--- src/hw/key_debounce.sv ---
// Key debouncer, pulses a press or release event once the key holds its new level
`timescale 1ns/1ps

module key_debounce #(
   parameter int DEBOUNCE_TICKS = 200
) (
   input  logic clock_20k,
   input  logic camera_rstn,
   input  logic key,                         // Low when pressed
   output logic press_evt,
   output logic release_evt
);

   localparam int CW = $clog2(DEBOUNCE_TICKS + 1);
   localparam logic [CW-1:0] CNT_MAX  = CW'(DEBOUNCE_TICKS);
   localparam logic [CW-1:0] CNT_FIRE = CW'(DEBOUNCE_TICKS - 1);

   logic [CW-1:0] low_cnt;                   // Cycles spent low
   logic [CW-1:0] high_cnt;                  // Cycles spent high

   always_ff @(posedge clock_20k or negedge camera_rstn) begin
      if (!camera_rstn) begin
         low_cnt     <= '0;
         high_cnt    <= '0;
         press_evt   <= 1'b0;
         release_evt <= 1'b0;
      end else begin
         if (key)
            low_cnt <= '0;                   // High level restarts press count
         else if (low_cnt < CNT_MAX)
            low_cnt <= low_cnt + 1'b1;       // Saturates, so one pulse per press

         if (!key)
            high_cnt <= '0;
         else if (high_cnt < CNT_MAX)
            high_cnt <= high_cnt + 1'b1;

         // Fires on the DEBOUNCE_TICKS-th sample at the new level
         press_evt   <= !key && (low_cnt == CNT_FIRE);
         release_evt <= key && (high_cnt == CNT_FIRE);
      end
   end

endmodule

--- config.mk ---
export PLATFORM = sky130hd
export DESIGN_NAME = key_debounce
export DESIGN_NICKNAME = d
export VERILOG_FILES = /design/src/hw/key_debounce.sv
export SDC_FILE = /design/constraint.sdc
export NUM_CORES = 1
export LEC_CHECK = 0
export BUFFER_PORTS_ARGS = -buffer_cell sky130_fd_sc_hd__buf_2
export CORE_MARGIN = 5
export CORE_UTILIZATION = 62
export DETAILED_ROUTE_END_ITERATION = 12
export PLACE_DENSITY = 0.83
export SYNTH_ARGS = -nofsm -noshare
export SYNTH_HDL_FRONTEND = slang
export SYNTH_SLANG_ARGS = --single-unit
--- constraint.sdc ---
create_clock -name clock_20k -period 3.16 [get_ports clock_20k]
set_input_delay 0.316 -clock clock_20k [delete_from_list [all_inputs] [get_ports clock_20k]]
set_output_delay 0.316 -clock clock_20k [all_outputs]
set_load 0.02 [all_outputs]
==> results of run 1 <==
## critical path: stages, from the launching register on
cell and delay, ps:
sky130_fd_sc_hd__dfrtp_1 440, sky130_fd_sc_hd__and2_1 230, sky130_fd_sc_hd__or4_1 480, sky130_fd_sc_hd__a21oi_1 150
## per-layer routing
metal	global-route usage [%]	up-vias
li1	-	344
met5	0	-
met3	2.75	4
met1	22.1	316
met4	8.07	0
met2	19.5	16
## worst min-delay path by stage
stage | startpoint | endpoint | slack (ps) | depth (start not counted)
2_1_floorplan | camera_rstn | high_cnt[0]$_DFFE_PN0P_ | 20 | 0
3_3_place_gp | camera_rstn | high_cnt[6]$_DFFE_PN0P_ | 260 | 1
3_5_place_dp | camera_rstn | high_cnt[6]$_DFFE_PN0P_ | 260 | 1
4_1_cts | key | low_cnt[1]$_DFFE_PN0P_ | 420 | 2
5_1_grt | key | high_cnt[7]$_DFFE_PN0P_ | 420 | 2
6_report | key | high_cnt[6]$_DFFE_PN0P_ | 420 | 2
## layout by cell type (no fill, tap or decap), drive strengths merged, types with 2 or more instances in the layout
| cell type | Yosys | layout |
|---|---|---|
| dfrtp | 18 | 18 |
| nand2 | 6 | 6 |
| nand3 | 6 | 6 |
| nor2 | 6 | 6 |
| nand4 | 4 | 4 |
| nand2b | 4 | 4 |
| ha | 4 | 4 |
| buf | 1 | 4 |
| or3 | 3 | 3 |
| o21bai | 3 | 3 |
| a21oi | 3 | 3 |
| o21ai | 3 | 3 |
| mux2i | 3 | 3 |
| clkbuf | 1 | 3 |
| inv | 3 | 3 |
| and2 | 2 | 2 |
| nor3 | 2 | 2 |
| xnor2 | 2 | 2 |
| o311a | 2 | 2 |
## state kept, by name (all words and copies together) (netlist names)
signal and cells:
press_evt 1, low_cnt 8, high_cnt 8, release_evt 1
## layout make-up
cell class,count,area (um^2)
repair buffers,5,30.0
flip-flops and latches,18,450
fillers,116,458
multi-input cells,67,479
well taps,16,20.0
clock buffers,3,22.5
inverters,3,11.3
## power groups by stage
| stage | combinational (W) | sequential (W) | clock [W] |
|---|---|---|---|
| after global placement | 0.0000243 | 0.000250 | 0 |
| after global routing | 0.0000296 | 0.000247 | 0.000130 |
| after detailed placement | 0.0000246 | 0.000250 | 0 |
| after CTS | 0.0000257 | 0.000245 | 0.000115 |
| final | 0.0000253 | 0.000246 | 0.000111 |
| after floorplan | 0.0000166 | 0.000248 | 0 |
## stage by stage
stage | hold WS [ps] | cells
final | 425 | 112
after global placement | 261 | 108
after global routing | 419 | 112
after detailed placement | 263 | 108
after floorplan | 20.4 | 90
after CTS | 415 | 112
## repair_timing
item | in CTS | in global routing
hold buffers | 1 | 0
endpoints found under the setup margin | 0 | 0
hold endpoints to repair | 18 | 0
gates resized for setup | 0 | 0
## kinds of logic (layout without fill, tap and decap cells)
logic type	Yosys count	count (layout)	share of synthesized area, %
AOI/OAI and AO/OA	19	19	17.9
xor gates and xnor gates	2	2	1.84
adders and majority gates	4	4	5.27
buffers and inverters	5	11	2.11
DFF	18	18	47.4
muxes	3	3	3.16
and+or+nand+nor	39	39	22.3
==> summary.txt, run 1 <==
outcome -> completed
f_max -> 730 MHz
pin count of the biggest net entering global routing -> 23
clock group share of total power -> 29.0%
Crit path arrival time -> 1590 ps
maximum root-to-sink buffer count -> 2
WL final -> 1550 um
Die Span X -> 49.1 um
DP HPWL -> 1070 um
#FFs+latches synth -> 18
Worst Setup End Kind -> flop
Reg2Reg Setup Slack -> 1790 ps
clock sink count -> 18
area enclosed by the die boundary -> 2410 um^2
static power due to leakage -> 0.455 nW
TritonCTS clock tree -> built
worst setup slack after layout -> 1790 ps
placement-stage worst setup slack -> 1800 ps
Period minus WS final -> 1370 ps
most common cell in the netlist -> sky130_fd_sc_hd__dfrtp_1
number of top-level pins -> 5
detail-routed net length per standard cell -> 13.8 um
slew margin rel. -> 73.7%
ANT cells -> 0
cell types with the highest counts after synthesis -> sky130_fd_sc_hd__dfrtp_1 (18), sky130_fd_sc_hd__nand2_1 (6), sky130_fd_sc_hd__nand3_1 (6), sky130_fd_sc_hd__nor2_1 (6)
final core utilization -> 68.9%
maximum vdd drop -> 0.000289 V
Vias per Instance -> 6.07
total placed instance area -> 981 um^2
count of synthesis-stage warnings from yosys -> 0
portion of total power attributed to sequential cells -> 64.3%
number of synthesized flops with an enable pin -> 0
RSZ-0062 raised after global routing -> no
area of the mapped netlist -> 950 um^2
count of buffers added by post-CTS timing repair for setup -> 0
number of clock buffers inserted by TritonCTS -> 3
Setup crit start -> low_cnt[7]$_DFFE_PN0P_
Worst Setup EP -> low_cnt[5]$_DFFE_PN0P_
antenna violations before repair -> 0
uppermost layer routed -> met4
layout cell share with drive strength beyond 1 -> 12.5%
count of H-tree levels built during CTS -> 1
count of buffers inserted at the top-level ports -> 4
Cell Int Power -> 0.000291 W
actual transition at the worst max-transition pin -> 395 ps
register area share after synthesis -> 47.4%
kind of critical path -> flop to flop
via count -> 680
GRT Total Usage -> 14.7%
flip-flop cell with the highest count after synthesis -> sky130_fd_sc_hd__dfrtp_1
synth unique cells -> 35
DRC -> 0
CP Launch Type -> flop
routed length on met1 -> 829 um
post-route fraction of the period consumed by the critical path -> 43.4%
Synth area leader -> sky130_fd_sc_hd__dfrtp_1
combinational group share of total power -> 6.6%
gp weighted congestion -> 0.816
Layout Area Growth over Synthesis -> 6.72%
Clock Pin Slew Worst Setup and Hold Paths -> 90 ps
Core Box Area -> 1470 um^2
number of cells on the worst reg-to-reg path -> 3
top cell type's share of synthesized area -> 47.4%
startpoint of the worst-slack reg-to-reg timing path -> low_cnt[7]$_DFFE_PN0P_
via count of the first global-routing pass -> 632
DRC marker count from the first detailed-route iteration -> 17
final sum of negative setup slack -> 0 ps
Fin. Hold Viols -> 0
path class of the lowest-slack min-delay path -> primary input to flop
largest clock skew in the final design -> 3.51 ps
share of synthesized flip-flops with an asynchronous set or reset -> 100%
Final Net Count -> 105
count of mapped cells out of synthesis -> 90
Slew Viols, Final -> 0
Tot Pwr -> 0.000382 W
number of placement rows -> 14
number of nets with antenna violations after routing -> 0
detailed-routed wire length on met2 -> 623 um
wire length of the first global-routing pass -> 2790 um
Post-Synthesis Net Count -> 97
final design area excluding fillers -> 1010 um^2
Net Switching -> 0.0000906 W
cell area power density -> 377 nW/um^2
# setup viols final -> 0
Crit Reg-Reg Endpoint -> low_cnt[5]$_DFFE_PN0P_
top cells by area, synth -> sky130_fd_sc_hd__dfrtp_1 (47%), sky130_fd_sc_hd__ha_1 (5.3%), sky130_fd_sc_hd__mux2i_1 (3.2%)
die boundary height -> 49.1 um
GR Overflow Total -> 0
cell at the root of the clock tree -> sky130_fd_sc_hd__clkbuf_4
switching share of total power -> 23.7%
Detailed Routing Iterations Pass 1 -> 4
max-cap viol count -> 0
clock latency at the later pin of the worst-skew pair -> 290 ps
Initial Utilization -> 64.5%
WP data required -> 3380 ps
Max FO, Critical Path -> 6
Met3 Routed Length -> 60 um
mean instance size in the synthesized netlist -> 10.6 um^2
Note: power is estimated with default switching activity, not from simulation.
==> inputs of run 2 (changes only) <==
--- a/config.mk
+++ b/config.mk
@@ -7,9 +7,9 @@
 export LEC_CHECK = 0
 export BUFFER_PORTS_ARGS = -buffer_cell sky130_fd_sc_hd__buf_2
 export CORE_MARGIN = 5
-export CORE_UTILIZATION = 62
+export CORE_UTILIZATION = 52
 export DETAILED_ROUTE_END_ITERATION = 12
-export PLACE_DENSITY = 0.83
+export PLACE_DENSITY = 0.74
 export SYNTH_ARGS = -nofsm -noshare
 export SYNTH_HDL_FRONTEND = slang
 export SYNTH_SLANG_ARGS = --single-unit
==> constraint.sdc (replaced) <==
create_clock -name clock_20k -period 1.2 [get_ports clock_20k]
set_input_delay 0.12 -clock clock_20k [delete_from_list [all_inputs] [get_ports clock_20k]]
set_output_delay 0.12 -clock clock_20k [all_outputs]
set_load 0.02 [all_outputs]
==> summary.txt, run 2 (synthesized netlist as in run 1, its figures left out) <==
outcome -> complete, but fails checks (was completed)
failing checks -> setup timing
Worst Setup End Kind -> flop (unchanged)
GR met3 Demand/Resource -> 2.85% (was 2.75%)
cell-by-cell listing of the critical path -> o311a_4 > or3_4 > a21boi_2 (was and2_1 > or4_1 > a21oi_1)
WL final -> 2170 um (was 1550 um)
DP HPWL -> 1490 um (was 1070 um)
largest stage delay on the critical path -> 410 ps (was 480 ps)
number of top-level pins -> 5 (unchanged)
GR Overflow Total -> 0 (unchanged)
commonest cells after routing, fill and taps aside -> sky130_fd_sc_hd__buf_4 (19), sky130_fd_sc_hd__dfrtp_1 (15), sky130_fd_sc_hd__nand2_1 (6), sky130_fd_sc_hd__nor2_1 (6), sky130_fd_sc_hd__nand3_1 (5) (was sky130_fd_sc_hd__dfrtp_1 (18), sky130_fd_sc_hd__nand2_1 (6), sky130_fd_sc_hd__nand3_1 (6), sky130_fd_sc_hd__nor2_1 (6))
Vias per Instance -> 5.68 (was 6.07)
combinational group share of total power -> 10.5% (was 6.6%)
Clock Pin Slew Worst Setup and Hold Paths -> 110 ps (was 90 ps)
actual transition at the worst max-transition pin -> 405 ps (was 395 ps)
static power due to leakage -> 0.587 nW (was 0.455 nW)
Cell Int Power -> 0.000869 W (was 0.000291 W)
biggest regs -> high_cnt (8), low_cnt (8) (unchanged)
die boundary height -> 52.7 um (was 49.1 um)
DRC -> 0 (unchanged)
cell at the root of the clock tree -> sky130_fd_sc_hd__clkbuf_4 (unchanged)
Detailed Routing Iterations Pass 1 -> 4 (unchanged)
# setup viols final -> 9 (was 0)
Net Switching -> 0.000276 W (was 0.0000906 W)
number of clock buffers inserted by TritonCTS -> 3 (unchanged)
via count of the first global-routing pass -> 836 (was 632)
cell area power density -> 881 nW/um^2 (was 377 nW/um^2)
gp weighted congestion -> 0.824 (was 0.816)
path class of the lowest-slack min-delay path -> primary input to flop (unchanged)
Die Span X -> 52.7 um (was 49.1 um)
wire length of the first global-routing pass -> 3970 um (was 2790 um)
pin count of the biggest net entering global routing -> 19 (was 23)
clock sink count -> 18 (unchanged)
GR Layer Usage met2 -> 31.8% (was 19.5%)
number of placement rows -> 15 (was 14)
RSZ-0062 raised after global routing -> yes (was no)
f_max -> 755 MHz (was 730 MHz)
ANT cells -> 0 (unchanged)
Period minus WS final -> 1320 ps (was 1370 ps)
Crit path arrival time -> 1560 ps (was 1590 ps)
layout cell share with drive strength beyond 1 -> 42.0% (was 12.5%)
Slew Viols, Final -> 0 (unchanged)
number of nets with antenna violations after routing -> 0 (unchanged)
detail-routed net length per standard cell -> 15.1 um (was 13.8 um)
cell with the largest stage delay on the worst path -> sky130_fd_sc_hd__dfrtp_1 (was sky130_fd_sc_hd__or4_1)
post-route fraction of the period consumed by the critical path -> 110% (was 43.4%)
GRT Total Usage -> 19.5% (was 14.7%)
portion of total power attributed to sequential cells -> 56.5% (was 64.3%)
most common cell after layout, fill and taps aside -> sky130_fd_sc_hd__buf_4 (was sky130_fd_sc_hd__dfrtp_1)
clock latency at the later pin of the worst-skew pair -> 290 ps (about the same)
clock group share of total power -> 33.0% (was 29.0%)
Core Box Area -> 1730 um^2 (was 1470 um^2)
area enclosed by the die boundary -> 2780 um^2 (was 2410 um^2)
antenna violations before repair -> 0 (unchanged)
switching share of total power -> 24.1% (was 23.7%)
slew margin rel. -> 73.0% (was 73.7%)
Fin. Hold Viols -> 0 (unchanged)
via count -> 818 (was 680)
worst setup slack after layout -> -124 ps (was 1790 ps)
largest clock skew in the final design -> 5.03 ps (was 3.51 ps)
placed instance count -> 135 (was 108)
count of H-tree levels built during CTS -> 1 (unchanged)
Initial Utilization -> 55.0% (was 64.5%)
DRC marker count from the first detailed-route iteration -> 28 (was 17)
Final Net Count -> 127 (was 105)
Layout Area Growth over Synthesis -> 36.8% (was 6.72%)
Max FO, Critical Path -> 3 (was 6)
final sum of negative setup slack -> -700 ps (was 0 ps)
kind of critical path -> flop to flop (unchanged)
count of buffers inserted at the top-level ports -> 4 (unchanged)
max-cap viol count -> 0 (unchanged)
maximum root-to-sink buffer count -> 2 (unchanged)
CP Launch Type -> flop (unchanged)
WP data required -> 1430 ps (was 3380 ps)
TritonCTS clock tree -> built (unchanged)
final core utilization -> 75.2% (was 68.9%)
GRT met1 Usage -> 26.7% (was 22.1%)
maximum vdd drop -> 0.000757 V (was 0.000289 V)
busiest grt layer -> met2 (was met1)
Post-Layout Cell Count -> 144 (was 112)
run 2: cell count changes in the layout (fill, tap and decap cells not counted), sizes merged:
| cell | previous run | this run |
|---|---|---|
| buf | 4 | 26 |
| clkbuf | 3 | 4 |
run 2: worst max-delay path, delay by kind of cell (launching register included):
| kind | cells | cell delay [ps] |
|---|---|---|
| flip-flops | 1 | 410 |
| AO/OA/AOI/OAI | 2 | 520 |
| AND/OR/NAND/NOR | 1 | 340 |
run 2: worst paths after layout:
kind / from / endpoint / slack (ps) / depth (start not counted)
worst min register to register: high_cnt[7]$_DFFE_PN0P_ / high_cnt[7]$_DFFE_PN0P_ / 600 / 1
worst min-delay path: key / low_cnt[4]$_DFFE_PN0P_ / 130 / 2
max in group asynchronous: camera_rstn / high_cnt[1]$_DFFE_PN0P_ / 610 / 2
worst max register to register: high_cnt[3]$_DFFE_PN0P_ / high_cnt[2]$_DFFE_PN0P_ / -120 / 3
min in group asynchronous: camera_rstn / press_evt$_DFF_PN0_ / 280 / 2
worst max-delay path: high_cnt[3]$_DFFE_PN0P_ / high_cnt[2]$_DFFE_PN0P_ / -120 / 3
run 2: layout make-up:
cell class,instances,area [um^2]
tap,25,31.3
multi-input combinational,67,559
fill,122,428
sequential,18,454
inverter,3,11.3
clock buffer,4,36.3
timing repair buffer,27,206
run 2: what timing repair did:
item | CTS | global route
hold endpoints to repair | 18 | 0
endpoints found under the setup margin | 8 | 13
resized for setup | 6 | 17
hold buffers | 1 | 0
buffers inserted | 4 | 1
pin swaps | 9 | 11
run 2: power groups by stage:
stage	clock [W]	combinational, W	sequential, W
after floorplan	0	0.0000436	0.000653
final	0.000377	0.000121	0.000647
after CTS	0.000384	0.000104	0.000644
after detailed placement	0	0.0000916	0.000655
after global placement	0	0.0000887	0.000654
after global routing	0.000416	0.000136	0.000649
run 2: per-layer routing:
metal  vias up  wire (um)
met1       407        979
met5         -          0
met3         2        102
met2        21       1080
li1        388          -
met4         0          8
run 2: through the flow:
stage | setup WS, ps | hold slack [ps] | power [W] | area (um^2)
detailed placement | -124 | 72.6 | 0.000746 | 1130
global route | -161 | 131 | 0.00120 | 1300
floorplan | -101 | -176 | 0.000697 | 952
global placement | -81.5 | 70.3 | 0.000742 | 1130
finish | -124 | 127 | 0.00114 | 1300
CTS | -96.6 | 123 | 0.00113 | 1230
