## src/hw/camera_cfg_pkg.sv

```systemverilog
// Camera config package with bus widths, register table constants and FSM state encodings
package camera_cfg_pkg;

   typedef logic [15:0] reg_addr_t;          // Sensor register address
   typedef logic [7:0]  reg_val_t;           // Register value
   typedef logic [23:0] reg_entry_t;         // {address, value}
   typedef logic [31:0] sccb_cmd_t;          // {device address, entry}
   typedef logic [4:0]  tbl_index_t;         // Table index, 20 entries

   localparam logic [7:0] SCCB_DEV_ADDR = 8'h78;     // Sensor write address

   localparam int INIT_COUNT = 18;                   // Setup plus strobe enable entries

   localparam tbl_index_t STROBE_ON_IDX  = 5'd18;    // Strobe request on
   localparam tbl_index_t STROBE_OFF_IDX = 5'd19;    // Strobe request off

   // Producer states
   typedef enum logic [1:0] {
      INIT_PUSH,                             // Walking the init table
      INIT_DRAIN,                            // Waiting for bus to finish
      READY,                                 // Idle, watching the key
      STROBE_PUSH                            // One strobe write pending
   } seq_state_t;

   // Bus writer states
   typedef enum logic [2:0] {
      IDLE,                                  // Bus released
      START,                                 // SDA low with SCL high
      BIT_LOW,                               // Data bit, SCL low phase
      BIT_HIGH,                              // Data bit, SCL high phase
      ACK_LOW,                               // SDA released, SCL low
      ACK_HIGH,                              // Slave ack sampled
      STOP                                   // SDA rises with SCL high
   } wr_state_t;

endpackage

```

## src/hw/sensor_reg_table.sv

```systemverilog
// Sensor register table, maps a table index to its address and value entry
`timescale 1ns/1ps

module sensor_reg_table (
   input  camera_cfg_pkg::tbl_index_t index,
   output camera_cfg_pkg::reg_entry_t entry
);

   import camera_cfg_pkg::*;

   reg_addr_t addr;                          // Register address field
   reg_val_t  val;                           // Value field

   always_comb begin
      case (index)
         // System clock and reset
         5'd0:    {addr, val} = 24'h310311;  // Clock from pad
         5'd1:    {addr, val} = 24'h300882;  // Software reset
         5'd2:    {addr, val} = 24'h300842;  // Software power down
         5'd3:    {addr, val} = 24'h310303;  // Clock from PLL
         5'd4:    {addr, val} = 24'h3017ff;  // FREX, VSYNC, HREF, PCLK out
         5'd5:    {addr, val} = 24'h3018ff;  // Data and GPIO out
         5'd6:    {addr, val} = 24'h30341a;  // 10 bit mode
         5'd7:    {addr, val} = 24'h303713;  // PLL dividers
         5'd8:    {addr, val} = 24'h310801;  // PCLK and SCLK dividers
         // Analog setup
         5'd9:    {addr, val} = 24'h363036;
         5'd10:   {addr, val} = 24'h36310e;
         5'd11:   {addr, val} = 24'h3632e2;
         5'd12:   {addr, val} = 24'h363312;
         5'd13:   {addr, val} = 24'h3621e0;
         5'd14:   {addr, val} = 24'h3704a0;
         5'd15:   {addr, val} = 24'h37035a;
         // Strobe enable, part of init
         5'd16:   {addr, val} = 24'h301602;  // Strobe output enable
         5'd17:   {addr, val} = 24'h3b070a;  // FREX strobe mode 1
         // Key driven strobe requests
         5'd18:   {addr, val} = 24'h3b0083;  // Request on, LED3 mode
         5'd19:   {addr, val} = 24'h3b0000;  // Request off
         default: {addr, val} = 24'h000000;
      endcase
   end

   assign entry = {addr, val};               // Address first, as sent on the bus

endmodule

```

## src/hw/config_sequencer.sv

```systemverilog
// Config sequencer, pushes the init table into the command FIFO then strobe writes on key events
`timescale 1ns/1ps

module config_sequencer (
   input  logic                      clock_20k,
   input  logic                      camera_rstn,
   input  logic                      init_en,
   input  logic                      press_evt,
   input  logic                      release_evt,
   input  logic                      full,
   input  logic                      empty,
   input  logic                      busy,
   output logic                      push,
   output camera_cfg_pkg::sccb_cmd_t push_cmd,
   output logic                      config_done,
   output logic                      strobe_flash
);

   import camera_cfg_pkg::*;

   seq_state_t state;
   tbl_index_t idx;                          // Current table entry
   reg_entry_t entry;
   logic       push_req;                     // Command waiting for FIFO space

   sensor_reg_table u_table (
      .index (idx),
      .entry (entry)
   );

   assign push_cmd = {SCCB_DEV_ADDR, entry};
   assign push     = push_req && !full;      // Back-pressure holds the index

   always_ff @(posedge clock_20k or negedge camera_rstn) begin
      if (!camera_rstn) begin
         state        <= INIT_PUSH;
         idx          <= '0;
         push_req     <= 1'b0;
         config_done  <= 1'b0;
         strobe_flash <= 1'b0;
      end else if (!init_en) begin           // Synchronous restart
         state        <= INIT_PUSH;
         idx          <= '0;
         push_req     <= 1'b0;
         config_done  <= 1'b0;
         strobe_flash <= 1'b0;
      end else begin
         case (state)
            INIT_PUSH: begin
               if (!push_req) begin
                  push_req <= 1'b1;          // Arm on the first enabled cycle
               end else if (push) begin
                  if (idx == tbl_index_t'(INIT_COUNT - 1)) begin
                     push_req <= 1'b0;       // Last init entry taken
                     state    <= INIT_DRAIN;
                  end else begin
                     idx <= idx + 1'b1;      // One entry per cycle
                  end
               end
            end

            INIT_DRAIN: begin
               // Done only when the last STOP has gone out
               if (empty && !busy) begin
                  config_done <= 1'b1;
                  state       <= READY;
               end
            end

            READY: begin
               if (press_evt) begin
                  idx          <= STROBE_ON_IDX;
                  strobe_flash <= 1'b1;
                  push_req     <= 1'b1;
                  state        <= STROBE_PUSH;
               end else if (release_evt) begin
                  idx          <= STROBE_OFF_IDX;
                  strobe_flash <= 1'b0;
                  push_req     <= 1'b1;
                  state        <= STROBE_PUSH;
               end
            end

            STROBE_PUSH: begin
               // Key events are ignored until this push lands
               if (push) begin
                  push_req <= 1'b0;
                  state    <= READY;
               end
            end

            default: state <= INIT_PUSH;
         endcase
      end
   end

endmodule

```

## config.mk

```make
export PLATFORM = sky130hd
export DESIGN_NAME = config_sequencer
export DESIGN_NICKNAME = d
export VERILOG_FILES = /design/src/hw/camera_cfg_pkg.sv /design/src/hw/sensor_reg_table.sv /design/src/hw/config_sequencer.sv
export SDC_FILE = /design/constraint.sdc
export NUM_CORES = 1
export LEC_CHECK = 0
export ABC_CLOCK_PERIOD_IN_PS = 5800
export CAP_MARGIN = 20
export CORE_MARGIN = 5
export CORE_UTILIZATION = 50
export CTS_BUF_LIST = sky130_fd_sc_hd__clkbuf_4 sky130_fd_sc_hd__clkbuf_8 sky130_fd_sc_hd__clkbuf_16
export DETAILED_ROUTE_END_ITERATION = 12
export DONT_BUFFER_PORTS = 1
export GPL_ROUTABILITY_DRIVEN = 0
export SLEW_MARGIN = 10
export SYNTH_ARGS = -nofsm -noshare
export SYNTH_HDL_FRONTEND = slang
export SYNTH_SLANG_ARGS = --single-unit
```

## constraint.sdc

```tcl
create_clock -name clock_20k -period 5.8 [get_ports clock_20k]
set_input_delay 1.16 -clock clock_20k [delete_from_list [all_inputs] [get_ports clock_20k]]
set_output_delay 1.16 -clock clock_20k [all_outputs]
set_load 0.1 [all_outputs]
```

==> results.toml, run 1 <==
[cts]
cts_buffer_depth = 2
cts_setup_buffers = 0
cts_tree = "done"
htree_levels = 1
hold_buffers = 0
cts_buffers = 3
clk_latency_ns = 0.26
cts-root-buf = "clkbuf_4"
clkSinkCount = 10
ctsResizeCount = 0
clk_pin_slew_ns = 0.07

[timing]
maxSlewHeadroom_pct = 25.9
worst_slack_ns = 1.58
worst_pin_slew_ns = 1.11
finalCriticalPeriod_ns = 4.22
maxSlewViolCount = 0
fmax_ghz = 0.237
rsz0062_at_grt = "no"
fin_worst_skew_ns = 0.00309
timing.final.crit_share_pct = 72.8
setup_viol = 0
fin_tns_setup_ns = 0
hold_viol = 0

[setup_path]
startpoint_type = "flop"
crit_chain = "clkinv_1 -> nor3_1 -> a21oi_1 -> nor2_2"
arrival_ns = 3.06
worst_path_largest_cell_delay_ns = 0.97
cpLargestDelayFamily = "simple AND/OR/NAND/NOR gates"
slowest_stage = "dfrtp_1"
path_buf_inv = 1
required_ns = 4.64
critical_path_class = "reg -> out"
path_max_fanout = 26
worstSetupEndpointType = "output port"

[power]
pwr-share-clk_pct = 22.0
finalPower_mw = 0.284
p_comb_share_pct = 51.7
switchingPower_mw = 0.150
pwr-share-seq_pct = 26.3
leakagePower_nw = 0.566
p_per_area_nw_per_um2 = 206
intPower_mw = 0.134
swShare_pct = 52.9
ir_worst_vdd_v = 0.000166

[drt]
final_antenna_net_count = 0
first_pass_iters = 4
met1_length_um = 1240
wirelength_um = 2950
dr_wl_met3_um = 209
route.top_layer_used = "met4"
drtIter0Drc = 57
wl_per_cell_um = 15.5
drc = 0
vias = 1122
route.met2.wl_um = 1470
via_per_inst = 5.91

[place]
dp_slack_ns = 1.87
postPlaceCellArea_um2 = 1340
io_buffer_count = 0
hpwl_um = 2280

[floorplan]
io_pins = 43
die_width_um = 59.9
die_area_um2 = 3590
std_cell_rows = 18
die_h_um = 59.9
start_util_pct = 51.1
core_um2 = 2430

[synthesis]
ys_warn_count = 0
synth-main-ff-cell = "dfrtp_1"
syn_inst = 165
ys_seq_area_share_pct = 20.1
synthArstFlopShare_pct = 100
synth.top_cell.area_share_pct = 20.1
netlist_area_um2 = 1240
yosysTopAreaCell = "dfrtp_1"
avgSynthCellArea_um2 = 7.54
synthTopCellsByArea = "dfrtp_1, ha_1, buf_4"
ys_types = 45
ys_seq_elements = 10
synth_edf_count = 0

[global_route]
grt_pass1_wl_um = 4750
antenna_found_initial = 0
grt_pass1_vias = 1021
globalRouteTotalUtil_pct = 17.4
overflow = 0
grt_max_degree = 27

[job]
maxCapViolCount = 0

[final_layout]
diodes = 0
fin_nets = 178
fin_area_um2 = 1380
nFillCells = 245
drive_gt1_share_pct = 20.0
postLayoutCoreUtil_pct = 56.7
syn_to_final_growth_pct = 10.9

[run_status]
status = "complete, no violations"

[hold_path]
hp-class = "in -> async"
-- worst reg2reg max path, delay by kind of cell (launching register included) --
family / cells / cell delay, ns
compound gates: 1 / 0.23
fa+ha+maj: 1 / 0.43
flops: 1 / 1.02
buf+inv: 1 / 0.53
-- worst paths after layout --
check	start	end	slack (ns)	cells past startpoint
hold / removal	camera_rstn	idx[3]$_DFFE_PN0P_	0.58	0
setup reg to reg	idx[2]$_DFFE_PN0P_	idx[2]$_DFFE_PN0P_	3.47	3
min in group clock_20k	push_req$_DFFE_PN0P_	push_req$_DFFE_PN0P_	0.62	2
setup / recovery	idx[3]$_DFFE_PN0P_	push_cmd[13]	1.58	4
hold reg to reg	push_req$_DFFE_PN0P_	push_req$_DFFE_PN0P_	0.62	2
max in group asynchronous	camera_rstn	idx[1]$_DFFE_PN0P_	5.15	0
-- layout by cell type, fill, tap and decap left out, types with 2 or more instances in the layout --
cell type / count
o21ai_2: 2
buf_4: 4
clkinv_1: 2
o32ai_4: 3
nand3_1: 4
ha_1: 9
a21oi_1: 15
mux2i_1: 3
a21boi_0: 2
nor2b_1: 4
conb_1: 12
nor2_1: 12
nand2_1: 11
or2_2: 2
a31oi_1: 2
nand2b_1: 4
dfrtp_1: 10
o21ai_0: 7
o21a_1: 3
clkbuf_4: 3
and2_1: 2
o22ai_2: 2
inv_1: 7
nor3_1: 4
nor2_2: 5
-- registers in the layout (all words and copies together), names as in the netlist --
signal	cells
idx	5
state	2
strobe_flash	1
config_done	1
push_req	1
-- cell type report --
cell class | count | area (um^2) | area share (%)
multi-input cells | 132 | 976 | 70.8
inverters | 9 | 33.8 | 2.45
well taps | 30 | 37.5 | 2.72
repair buffers | 5 | 45.0 | 3.27
flip-flops and latches | 10 | 250 | 18.1
clock buffers | 4 | 36.3 | 2.63
-- synth_stat cells (all sizes together) (3+ instances only) --
library cell	number
a21oi	16
buf	22
dfrtp	10
ha	9
inv	7
mux2i	3
nand2	11
nand2b	5
nand3	4
nor2	17
nor2b	5
nor3	4
o21a	3
o21ai	10
o22ai	3
o32ai	3
-- cell families (layout without fill, tap and decap cells) --
kind of cell	Yosys count	after routing	share of synthesized area, %
multiplexers	5	5	5.13
AO/OA/AOI/OAI	49	49	26.3
XOR/XNOR	2	2	1.41
AND/OR/NAND/NOR	55	55	22.5
flip-flops	10	10	20.1
buffers and inverters	33	18	14.9
adder cells (fa/ha/maj)	9	9	9.05
other	2	12	0.604
-- power by group through the flow --
| stage | combinational (mW) | sequential [mW] | clock, mW |
|---|---|---|---|
| 2_1_floorplan | 0.134 | 0.0742 | 0 |
| 3_3_place_gp | 0.143 | 0.0758 | 0 |
| 3_5_place_dp | 0.146 | 0.0759 | 0 |
| 4_1_cts | 0.147 | 0.0746 | 0.0642 |
| 5_1_grt | 0.152 | 0.0749 | 0.0686 |
| 6_report | 0.147 | 0.0746 | 0.0623 |
-- metrics by stage --
step	cells	hold WS, ns
floorplan	175	0.558
global placement	185	0.608
detailed placement	186	0.617
CTS	190	0.574
global route	190	0.561
finish	190	0.584
-- routing by layer --
metal / track usage [%] / vias up
met4: 6.96 / 0
met5: 0 / -
li1: - / 550
met2: 31.2 / 43
met3: 2.59 / 4
met1: 20.5 / 525
Note: power is estimated with default switching activity, not from simulation.
==> run 2: changes to the inputs <==
ABC_CLOCK_PERIOD_IN_PS = 4200   (was 5800)
clock period = 4.2 ns   (was 5.8 ns; I/O delays follow)
==> run 2 against run 1 <==
  * Total power rose by 31%
  * Largest cell class unchanged
  * Critical path depth rose by 2
  * Utilization rose by 3.4 points
  * Critical path type unchanged
  * Sequential power rose by 37%
  * Die area did not move
==> results.toml, run 2 (synthesized netlist as in run 1, its figures left out) <==
[drt]
via_per_inst = 5.74
drc = 0
drtIter0Drc = 16
wl_per_cell_um = 15.4
wirelength_um = 3120
final_antenna_net_count = 0
first_pass_iters = 5
vias = 1165

[setup_path]
cpLargestDelayFamily = "compound AO/OA/AOI/OAI gates"
required_ns = 3.36
worstSetupEndpointType = "output port"
path_max_fanout = 11
worst_path_largest_cell_delay_ns = 0.60
regToRegSetupSlack_ns = 2.18
arrival_ns = 2.73
startpoint_type = "flop"
slowest_stage = "o32ai_4"
path_buf_inv = 1
crit_chain = "inv_1 -> ha_1 -> or2_2 -> a21oi_1 -> a31oi_1 -> o32ai_4"
critical_path_class = "reg -> out"

[global_route]
globalRouteTotalUtil_pct = 18.1
overflow = 0
grt_max_degree = 26
grt_pass1_vias = 1072
grt_pass1_wl_um = 5020
antenna_found_initial = 0

[final_layout]
drive_gt1_share_pct = 26.0
final_cell_mix = "buf_4, a21oi_1, nor2_1, conb_1, nand2_1"
postLayoutCoreUtil_pct = 60.1
top_register = "idx"
largest_register_ff_count = 5
largest_registers = "idx x5, state x2"
syn_to_final_growth_pct = 17.6
diodes = 0
nFillCells = 244
fin_nets = 192
final_common_cell = "buf_4"

[timing]
timing.final.crit_share_pct = 85.0
fmax_ghz = 0.280
fin_worst_skew_ns = 0.00381
finalCriticalPeriod_ns = 3.57
rsz0062_at_grt = "no"
hold_viol = 0
worst_pin_slew_ns = 1.04
setup_viol = 0
maxSlewViolCount = 0
fin_tns_setup_ns = 0
maxSlewHeadroom_pct = 31.3

[floorplan]
core_um2 = 2430
io_pins = 43
die_h_um = 59.9
die_width_um = 59.9
die_area_um2 = 3590
start_util_pct = 51.1
std_cell_rows = 18

[cts]
htree_levels = 1
clk_pin_slew_ns = 0.06
cts-root-buf = "clkbuf_4"
ctsResizeCount = 0
clkSinkCount = 10
clk_latency_ns = 0.25
cts_buffers = 3
cts_setup_buffers = 0
cts_tree = "done"
hold_buffers = 0
cts_buffer_depth = 2

[power]
ir_worst_vdd_v = 0.000161
p_per_area_nw_per_um2 = 254
leakagePower_nw = 0.629

[run_status]
status = "complete, no violations"

[place]
hpwl_um = 2470
io_buffer_count = 0

[hold_path]
hp-class = "in -> async"

[job]
maxCapViolCount = 0
-- run 2: worst register-to-register path, stage by stage, from the launching register on --
cell and delay, ns:
dfrtp_1 0.57, inv_1 0.24, ha_1 0.34, a311oi_4 0.40
o21ai_0 0.15, a32o_1 0.22
-- run 2: power by group --
group | switching (mW) | total [mW] | leakage [nW] | internal [mW]
clock network | 0.0272 | 0.0600 | 0.0138 | 0.0328
registers | 0.00427 | 0.102 | 0.137 | 0.0982
logic | 0.170 | 0.210 | 0.479 | 0.0393
-- run 2: routing by layer --
metal	global-route usage [%]	part of all wire, %	vias to the layer above
li1	-	-	564
met5	0	0	-
met3	2.81	6.9	2
met1	23.1	41	559
met4	1.90	0.32	0
met2	32.7	52	40
-- run 2: worst paths after layout --
path,start,to,cells after the start
setup / recovery,idx[1]$_DFFE_PN0P_,push_cmd[0],6
hold / removal,camera_rstn,strobe_flash$_DFFE_PN0P_,0
setup reg to reg,idx[1]$_DFFE_PN0P_,idx[2]$_DFFE_PN0P_,5
hold reg to reg,push_req$_DFFE_PN0P_,push_req$_DFFE_PN0P_,2
max in group asynchronous,camera_rstn,idx[4]$_DFFE_PN0P_,0
min in group clock_20k,push_req$_DFFE_PN0P_,push_req$_DFFE_PN0P_,2
-- run 2: area by class of cell --
cell class | instances | area (um^2) | share of cell area, %
multi-input cells | 132 | 976 | 66.7
flip-flops and latches | 10 | 250 | 17.1
repair buffers | 19 | 143 | 9.75
well taps | 30 | 37.5 | 2.57
inverters | 9 | 33.8 | 2.31
clock buffers | 3 | 22.5 | 1.54
-- run 2: through the flow --
step / instances / worst slack, ns / hold WS [ns] / power [mW] / cell area [um^2]
detailed placement: 200 / 0.934 / 0.545 / 0.314 / 1440
global placement: 200 / 1.04 / 0.545 / 0.312 / 1440
global route: 203 / 0.535 / 0.258 / 0.389 / 1460
CTS: 203 / 0.660 / 0.277 / 0.374 / 1460
floorplan: 175 / 0.0177 / 0.544 / 0.288 / 1290
finish: 203 / 0.631 / 0.280 / 0.372 / 1460
