===== src/hw/camera_cfg_pkg.sv =====
// Camera config package with bus widths, register table constants and FSM state encodings
package camera_cfg_pkg;

   typedef logic [15:0] reg_addr_t;          // Sensor register address
   typedef logic [7:0]  reg_val_t;           // Register value
   typedef logic [23:0] reg_entry_t;         // {address, value}
   typedef logic [31:0] sccb_cmd_t;          // {device address, entry}
   typedef logic [4:0]  tbl_index_t;         // Table index, 20 entries

   localparam logic [7:0] SCCB_DEV_ADDR = 8'h78;     // Sensor write address

   localparam int INIT_COUNT = 18;                   // Setup plus strobe enable entries

   localparam tbl_index_t STROBE_ON_IDX  = 5'd18;    // Strobe request on
   localparam tbl_index_t STROBE_OFF_IDX = 5'd19;    // Strobe request off

   // Producer states
   typedef enum logic [1:0] {
      INIT_PUSH,                             // Walking the init table
      INIT_DRAIN,                            // Waiting for bus to finish
      READY,                                 // Idle, watching the key
      STROBE_PUSH                            // One strobe write pending
   } seq_state_t;

   // Bus writer states
   typedef enum logic [2:0] {
      IDLE,                                  // Bus released
      START,                                 // SDA low with SCL high
      BIT_LOW,                               // Data bit, SCL low phase
      BIT_HIGH,                              // Data bit, SCL high phase
      ACK_LOW,                               // SDA released, SCL low
      ACK_HIGH,                              // Slave ack sampled
      STOP                                   // SDA rises with SCL high
   } wr_state_t;

endpackage


===== src/hw/cmd_fifo.sv =====
// Command FIFO, holds pending SCCB writes between sequencer and bus writer
`timescale 1ns/1ps

module cmd_fifo #(
   parameter int FIFO_DEPTH = 4              // Power of two
) (
   input  logic                      clock_20k,
   input  logic                      camera_rstn,
   input  logic                      push,
   input  logic                      pop,
   input  camera_cfg_pkg::sccb_cmd_t push_cmd,
   output camera_cfg_pkg::sccb_cmd_t head_cmd,
   output logic                      full,
   output logic                      empty
);

   import camera_cfg_pkg::*;

   localparam int AW = $clog2(FIFO_DEPTH);

   sccb_cmd_t  mem [FIFO_DEPTH];             // Command storage
   logic [AW:0] wr_ptr;                      // Extra MSB tells full from empty
   logic [AW:0] rd_ptr;
   logic        do_push;
   logic        do_pop;

   assign do_push = push && !full;           // Guard against overrun
   assign do_pop  = pop && !empty;

   always_ff @(posedge clock_20k) begin
      if (do_push)
         mem[wr_ptr[AW-1:0]] <= push_cmd;
   end

   always_ff @(posedge clock_20k or negedge camera_rstn) begin
      if (!camera_rstn) begin
         wr_ptr <= '0;
         rd_ptr <= '0;
      end else begin
         if (do_push)
            wr_ptr <= wr_ptr + 1'b1;
         if (do_pop)
            rd_ptr <= rd_ptr + 1'b1;
      end
   end

   // Oldest entry shown straight from storage
   assign head_cmd = mem[rd_ptr[AW-1:0]];

   assign empty = (wr_ptr == rd_ptr);
   assign full  = (wr_ptr[AW] != rd_ptr[AW]) &&
                  (wr_ptr[AW-1:0] == rd_ptr[AW-1:0]);   // Wrapped once

endmodule


===== config.mk =====
export PLATFORM = sky130hd
export DESIGN_NAME = cmd_fifo
export DESIGN_NICKNAME = d
export VERILOG_FILES = /design/src/hw/camera_cfg_pkg.sv /design/src/hw/cmd_fifo.sv
export SDC_FILE = /design/constraint.sdc
export NUM_CORES = 1
export LEC_CHECK = 0
export BUFFER_PORTS_ARGS = -buffer_cell sky130_fd_sc_hd__buf_2
export CORE_MARGIN = 1
export CORE_UTILIZATION = 51
export CTS_CLUSTER_SIZE = 10
export DETAILED_ROUTE_END_ITERATION = 8
export GPL_TIMING_DRIVEN = 0
export MAX_ROUTING_LAYER = met4
export PLACE_DENSITY = 0.75
export SETUP_SLACK_MARGIN = 0.5
export SLEW_MARGIN = 20
export SYNTH_ARGS = -nofsm -noshare
export SYNTH_HDL_FRONTEND = slang
export SYNTH_SLANG_ARGS = --single-unit

===== constraint.sdc =====
create_clock -name clock_20k -period 2 [get_ports clock_20k]
set_input_delay 0.4 -clock clock_20k [delete_from_list [all_inputs] [get_ports clock_20k]]
set_output_delay 0.4 -clock clock_20k [all_outputs]
set_load 0.02 [all_outputs]

==> impl_metrics.env, run 1 <==
export IMPL_die_area_um2=10500
export IMPL_clock_skew_final_ns=0.00930
export IMPL_cts_path_max_buffers=2
export IMPL_design_portCount=70
export IMPL_finalInstanceArea_um2=7410
export IMPL_port_buffers=69
export IMPL_number_of_global_route_vias_before_repair=2766
export IMPL_finalWeightedCongestion=0.804
export IMPL_insertion_delay_ns=0.53
export IMPL_result_of_the_run="complete, but fails checks"
export IMPL_cp_slowest_stage_delay_ns=0.52
export IMPL_violations="setup timing"
export IMPL_tritoncts="yes"
export IMPL_netlist_area_um2=5140
export IMPL_initial_core_util_pct=52.5
export IMPL_setup_worst_path_class="reg -> out"
export IMPL_max_slew_worst_pin_slew_ns=0.544
export IMPL_grtUsageTotal_pct=23.4
export IMPL_dr_pass1_iters=4
export IMPL_dp_final_hpwl_um=5210
export IMPL_pwr_density_cell_nw_per_um2=1780
export IMPL_die_h_um=102
export IMPL_async_reset_ff_share_pct=4.48
export IMPL_yosys_top_cells_area="sky130_fd_sc_hd__edfxtp_1 75%, sky130_fd_sc_hd__mux4_2 14%, sky130_fd_sc_hd__dfrtp_1 2.9%"
export IMPL_worst_min_delay_path_class="in -> reg"
export IMPL_drv_cap=0
export IMPL_area_growth_synth_to_final_pct=44.2
export IMPL_synth_sequential_area_ratio_pct=77.8
export IMPL_remaining_overflow_grt=0
export IMPL_slew_headroom_pct=63.5
export IMPL_critical_path_top_delay_family="multiplexers"
export IMPL_clkSlewWorstSetupHoldPaths_ns=0.06
export IMPL_core_um2=9770
export IMPL_worst_setup_path_end_kind="primary output"
export IMPL_crit_path_cell_trace="buf_12 > clkbuf_16 > mux4_2 > buf_6"
export IMPL_detailedPlace_worstSlack_ns=0.0526
export IMPL_largest_vdd_supply_drop_mv=0.844
export IMPL_cts_h_tree_depth=4
export IMPL_synth_cells=216
export IMPL_start_kind="flip-flop"
export IMPL_routed_wirelength_um=11900
export IMPL_detail_route_vias_per_cell=5.62
export IMPL_worst_endpoint_arrival_ns=1.93
export IMPL_cts_buffers=17
export IMPL_final_report_setup_violation_count=60
export IMPL_edff_count_synth=128
export IMPL_post_drt_wl_per_cell_um=24.2
export IMPL_final_hold_violation_count=0
export IMPL_die_x_um=102
export IMPL_finalMaxSlewViolations=0
export IMPL_achievable_frequency_mhz=429
export IMPL_nets_finish=387
export IMPL_holdWs_ns=0.0814
export IMPL_drive_gt1_share_pct=57.0
export IMPL_area_fraction_of_the_dominant_cell_type_after_synthesis_pct=74.8
export IMPL_grt_max_degree=17
export IMPL_timing_final_crit_share_pct=116
export IMPL_root_buffer_selected_by_cts="sky130_fd_sc_hd__clkbuf_8"
export IMPL_num_clock_sinks=134
export IMPL_antenna_diode_count=0
export IMPL_crit_buf_inv=3
export IMPL_count_of_distinct_cell_types_in_the_synthesized_netlist=28
export IMPL_grt_pass1_wl_um=15800
export IMPL_placement_rows=36
export IMPL_setup_tns_final_ns=-13.70
export IMPL_dr_total_vias=2758
export IMPL_unrepaired_setup_endpoints_after_global_routing="true"
export IMPL_timing_critical_path_slowest_stage_cell="sky130_fd_sc_hd__mux4_2"
export IMPL_yosys_area_top_type="sky130_fd_sc_hd__edfxtp_1"
export IMPL_fin_ws_ns=-0.329
export IMPL_dpl_cell_area_um2=5740
export IMPL_drt_iter0_markers=142
export IMPL_design_power_total_mw=13.2
export IMPL_path_max_fanout=5
export IMPL_route_antenna_remaining_nets=0
export IMPL_layout_min_cycle_time_ns=2.33
export IMPL_post_synth_cell_area_avg_um2=23.8
export IMPL_postSynthRegisterBits=134
export IMPL_syn_nets=257
export IMPL_antenna_violations_before_repair=0
export IMPL_route_detailed_drc=0
export IMPL_yosys_warnings=0
export IMPL_crit_required_ns=1.60
export IMPL_dominantRegCellSynth="sky130_fd_sc_hd__edfxtp_1"
export IMPL_leakage_nw=2.65
## layout by cell type (no fill, tap or decap), drive strengths merged
cell         count
nand2            1
a21oi            4
and2             1
nand2b           2
dfrtp            6
a31oi            2
nor2             1
a211oi           2
clkbuf          22
edfxtp         128
clkinvlp         1
inv              7
dlygate4sd3      1
o31ai            4
nor3             1
xnor2            5
nand3            2
and3             6
a21o             1
ha               5
buf            110
clkinv           5
xor2             4
mux4            32
bufinv           5
## per-layer routing
layer / wire (um) / vias to the layer above / track usage, %
met4: 318 / 0 / 9.56
li1: - / 1186 / -
met5: 0 / - / -
met3: 624 / 27 / 6.02
met2: 6320 / 106 / 37.3
met1: 4640 / 1439 / 28.7
## report_power, final
| part | internal (mW) | switching, mW | total [mW] |
|---|---|---|---|
| sequential | 3.74 | 0.268 | 4.01 |
| combinational | 3.09 | 2.70 | 5.79 |
| clock | 2.16 | 1.21 | 3.37 |
## stage by stage
stage	instances	util, %
after floorplan	216	-
after global placement	418	58.3
after detailed placement	420	58.7
after CTS	479	71.2
after global routing	491	75.8
final	491	75.8
## worst paths after layout
path | slack, ns | startpoint | to | cells after the start
max reg2reg | -0.17 | rd_ptr[0] | mem[3][19] | 10
min in group asynchronous | 0.24 | camera_rstn | wr_ptr[2] | 2
min reg2reg | 0.67 | wr_ptr[2] | wr_ptr[2] | 1
max | -0.33 | rd_ptr[0] | head_cmd[16] | 4
min | 0.08 | push_cmd[13] | mem[3][13] | 1
max in group asynchronous | 1.59 | camera_rstn | wr_ptr[0] | 2
## flip-flops by register name, summed over array words and instances, names as in the netlist
register	cells
wr_ptr	3
rd_ptr	3
mem	128
## cell type report
| cell class | count | area (um2) |
|---|---|---|
| Sequential cell | 134 | 4000 |
| Fill cell | 517 | 2370 |
| Timing Repair Buffer | 108 | 1260 |
| Multi-Input combinational cell | 73 | 1210 |
| Clock buffer | 17 | 414 |
| Clock inverter | 14 | 224 |
| Tap cell | 133 | 166 |
| Buffer | 8 | 114 |
| Inverter | 4 | 15.0 |
## what timing repair did
action / in CTS / in global routing
gates cloned: 7 / 4
setup endpoints to repair: 163 / 168
pin swaps: 4 / 8
endpoints found under the hold margin: 6 / 0
buffers inserted: 20 / 8
gates resized for setup: 29 / 88
hold buffers: 1 / 0
## worst register-to-register path: cells and delay by family (launching register included)
kind                      cells  cell delay (ns)
buffers and inverters         8             1.09
AOI/OAI and AO/OA             1             0.22
DFF                           1             0.44
xor gates and xnor gates      1             0.13
## kinds of logic (layout without fill, tap and decap cells)
kind of cell,Yosys count,count (layout),synth area share (%)
flops,134,134,77.8
mux,32,32,14.0
compound gates,13,13,2.27
buf+inv,12,151,1.34
simple gates,11,14,1.27
xor+xnor,9,9,2.12
fa+ha+maj,5,5,1.22
## cell usage after synthesis, types with 2 or more instances
master,number
sky130_fd_sc_hd__inv_1,4
sky130_fd_sc_hd__xor2_1,2
sky130_fd_sc_hd__mux4_2,32
sky130_fd_sc_hd__o31ai_2,2
sky130_fd_sc_hd__edfxtp_1,128
sky130_fd_sc_hd__xnor2_2,2
sky130_fd_sc_hd__nand2b_1,2
sky130_fd_sc_hd__buf_2,4
sky130_fd_sc_hd__xnor2_1,3
sky130_fd_sc_hd__buf_4,3
sky130_fd_sc_hd__xor2_2,2
sky130_fd_sc_hd__ha_1,5
sky130_fd_sc_hd__o31ai_1,2
sky130_fd_sc_hd__and3_1,3
sky130_fd_sc_hd__a21oi_1,4
sky130_fd_sc_hd__dfrtp_1,6
No activity file was read; power rests on OpenSTA's default activity.
==> run 2, diff against run 1 <==
--- a/config.mk
+++ b/config.mk
@@ -7,12 +7,11 @@
 export LEC_CHECK = 0
 export BUFFER_PORTS_ARGS = -buffer_cell sky130_fd_sc_hd__buf_2
 export CORE_MARGIN = 1
-export CORE_UTILIZATION = 51
+export CORE_UTILIZATION = 34
 export CTS_CLUSTER_SIZE = 10
 export DETAILED_ROUTE_END_ITERATION = 8
 export GPL_TIMING_DRIVEN = 0
 export MAX_ROUTING_LAYER = met4
-export PLACE_DENSITY = 0.75
 export SETUP_SLACK_MARGIN = 0.5
 export SLEW_MARGIN = 20
 export SYNTH_ARGS = -nofsm -noshare
==> constraint.sdc (replaced) <==
create_clock -name clock_20k -period 2 [get_ports clock_20k]
set_input_delay 0.2 -clock clock_20k [delete_from_list [all_inputs] [get_ports clock_20k]]
set_output_delay 0.2 -clock clock_20k [all_outputs]
set_load 0.02 [all_outputs]
==> run 2 against run 1 <==
  * The run ends with DRC, setup timing left
  * Wire length down 5.0%
  * Cell area up 5.0%
  * Critical path depth unchanged
  * Register-to-register slack improved by 0.27 ns
  * Sequential share of layout area fell by 2.6 points
  * Non-clock buffer count grew 32
  * Count of clock-buffer cells in the layout up 1
  * Sequential power hardly changed
  * Cell count up 17%
  * Flip-flop and latch count unchanged
  * Core utilization shrank 23 points
  * Worst setup slack better by 0.31 ns
==> impl_metrics.env, run 2 (same netlist as run 1, synthesis figures left out) <==
export IMPL_dp_final_hpwl_um=5740
export IMPL_num_clock_sinks=134
export IMPL_core_um2=14600
export IMPL_remaining_overflow_grt=0
export IMPL_detail_route_vias_per_cell=4.78
export IMPL_pwr_density_cell_nw_per_um2=1660
export IMPL_path_max_fanout=5
export IMPL_dpl_cell_count=471
export IMPL_slew_headroom_pct=68.7
export IMPL_setup_worst_path_class="reg -> out"
export IMPL_start_kind="flip-flop"
export IMPL_die_h_um=125
export IMPL_violations="DRC, setup timing"
export IMPL_clock_skew_final_ns=0.00885
export IMPL_result_of_the_run="complete, but fails checks"
export IMPL_insertion_delay_ns=0.41
export IMPL_crit_required_ns=1.80
export IMPL_worst_endpoint_arrival_ns=1.82
export IMPL_port_buffers=69
export IMPL_finalInstanceArea_um2=7780
export IMPL_dr_total_vias=2746
export IMPL_dpl_cell_area_um2=5810
export IMPL_route_detailed_drc=10
export IMPL_worst_min_delay_path_class="in -> reg"
export IMPL_fillers=1170
export IMPL_placement_rows=44
export IMPL_multi_input_gate_area_in_the_final_layout_um2=1200
export IMPL_cts_buffers=17
export IMPL_die_x_um=125
export IMPL_antenna_diode_count=0
export IMPL_layout_min_cycle_time_ns=2.02
export IMPL_tritoncts="yes"
export IMPL_route_antenna_remaining_nets=0
export IMPL_dr_pass1_iters=6
export IMPL_timing_final_crit_share_pct=101
export IMPL_fin_ws_ns=-0.0168
export IMPL_max_slew_worst_pin_slew_ns=0.468
export IMPL_drv_cap=0
export IMPL_finalWeightedCongestion=0.713
export IMPL_routed_wirelength_um=11300
export IMPL_nets_finish=419
export IMPL_post_drt_wl_per_cell_um=19.7
export IMPL_worst_setup_path_end_kind="primary output"
export IMPL_number_of_global_route_vias_before_repair=2921
export IMPL_crit_path_cell_trace="clkbuf_16 > buf_12 > mux4_2 > buf_6"
export IMPL_finalMaxSlewViolations=0
export IMPL_grt_max_degree=17
export IMPL_layout_commonest_cell="sky130_fd_sc_hd__edfxtp_1"
export IMPL_layout_common_cells="128 x sky130_fd_sc_hd__edfxtp_1, 48 x sky130_fd_sc_hd__buf_6, 35 x sky130_fd_sc_hd__buf_2"
export IMPL_leakage_nw=2.78
export IMPL_drive_gt1_share_pct=51.9
export IMPL_grtUsageTotal_pct=15.7
export IMPL_antenna_violations_before_repair=0
export IMPL_achievable_frequency_mhz=496
export IMPL_initial_core_util_pct=35.1
export IMPL_cts_h_tree_depth=4
export IMPL_cp_slowest_stage_delay_ns=0.53
export IMPL_area_growth_synth_to_final_pct=51.4
export IMPL_die_area_um2=15600
export IMPL_seq_area_um2=4000
export IMPL_unrepaired_setup_endpoints_after_global_routing="true"
export IMPL_design_portCount=70
export IMPL_timing_critical_path_slowest_stage_cell="sky130_fd_sc_hd__mux4_2"
export IMPL_final_hold_violation_count=0
export IMPL_final_util_pct=53.1
export IMPL_final_cells=575
export IMPL_clkSlewWorstSetupHoldPaths_ns=0.06
export IMPL_final_report_setup_violation_count=17
export IMPL_drt_iter0_markers=127
export IMPL_root_buffer_selected_by_cts="sky130_fd_sc_hd__clkbuf_16"
export IMPL_max_reg_flops=128
export IMPL_grt_pass1_wl_um=16700
export IMPL_design_power_total_mw=12.9
export IMPL_cts_path_max_buffers=2
export IMPL_largest_vdd_supply_drop_mv=0.915
run 2: changes by cell type in the layout (fill, tap and decap cells not counted), moves of 2 or more:
cell	before	now
sky130_fd_sc_hd__inv_6	3	0
sky130_fd_sc_hd__buf_6	44	48
sky130_fd_sc_hd__dlygate4sd3_1	1	29
sky130_fd_sc_hd__clkbuf_16	21	23
sky130_fd_sc_hd__clkinvlp_4	1	3
sky130_fd_sc_hd__clkinv_4	4	2
sky130_fd_sc_hd__clkinv_1	0	2
sky130_fd_sc_hd__buf_12	20	17
run 2: worst max-delay path, delay by kind of cell (launching register included):
family | cells | cell delay, ns
buffers and inverters | 3 | 0.44
DFF | 1 | 0.42
muxes | 1 | 0.53
run 2: power breakdown:
part | internal (mW) | switching [mW] | total, mW
sequential | 3.74 | 0.237 | 3.98
clock | 2.20 | 1.12 | 3.32
combinational | 3.08 | 2.57 | 5.65
run 2: repair_timing:
action,in CTS,in global routing
hold endpoints to repair,115,0
gates resized for setup,44,68
pin swaps,10,4
cloned,6,6
setup buffers,25,6
setup endpoints to repair,162,166
hold buffers,29,0
run 2: per-stage QoR:
step	setup WS [ns]	setup TNS (ns)	hold WS, ns
2_1_floorplan	0.236	0	-0.0956
3_3_place_gp	-0.311	-10.10	0.0402
3_5_place_dp	0.145	0	0.0430
4_1_cts	-0.0476	-0.460	0.000412
5_1_grt	-0.0736	-1.81	0.00786
6_report	-0.0168	-0.105	0.0102
run 2: area by class of cell:
cell class	instances	share of cell area [%]
sequential	134	51.4
timing repair buffer	140	20.4
multi-input combinational	73	15.4
clock buffer	18	5.52
tap	184	2.96
clock inverter	14	2.67
buffer	8	1.46
inverter	4	0.193
run 2: metal layers:
layer | wire length, um | part of all wire (%) | global-route usage (%)
met3 | 393 | 3.5 | 4.34
met1 | 4900 | 43 | 18.2
met5 | 0 | 0 | -
met2 | 5860 | 52 | 26.4
met4 | 159 | 1.4 | 5.60
run 2: final timing paths:
kind                       slack [ns]  cells after the start    startpoint            to
setup / recovery                -0.02                      4     rd_ptr[0]  head_cmd[21]
hold / removal                   0.01                      1  push_cmd[23]    mem[3][23]
setup reg to reg                 0.10                      8     rd_ptr[0]    mem[3][31]
hold reg to reg                  0.64                      1     wr_ptr[2]     wr_ptr[2]
max in group asynchronous        1.68                      2   camera_rstn     wr_ptr[0]
min in group asynchronous        0.15                      2   camera_rstn     wr_ptr[2]
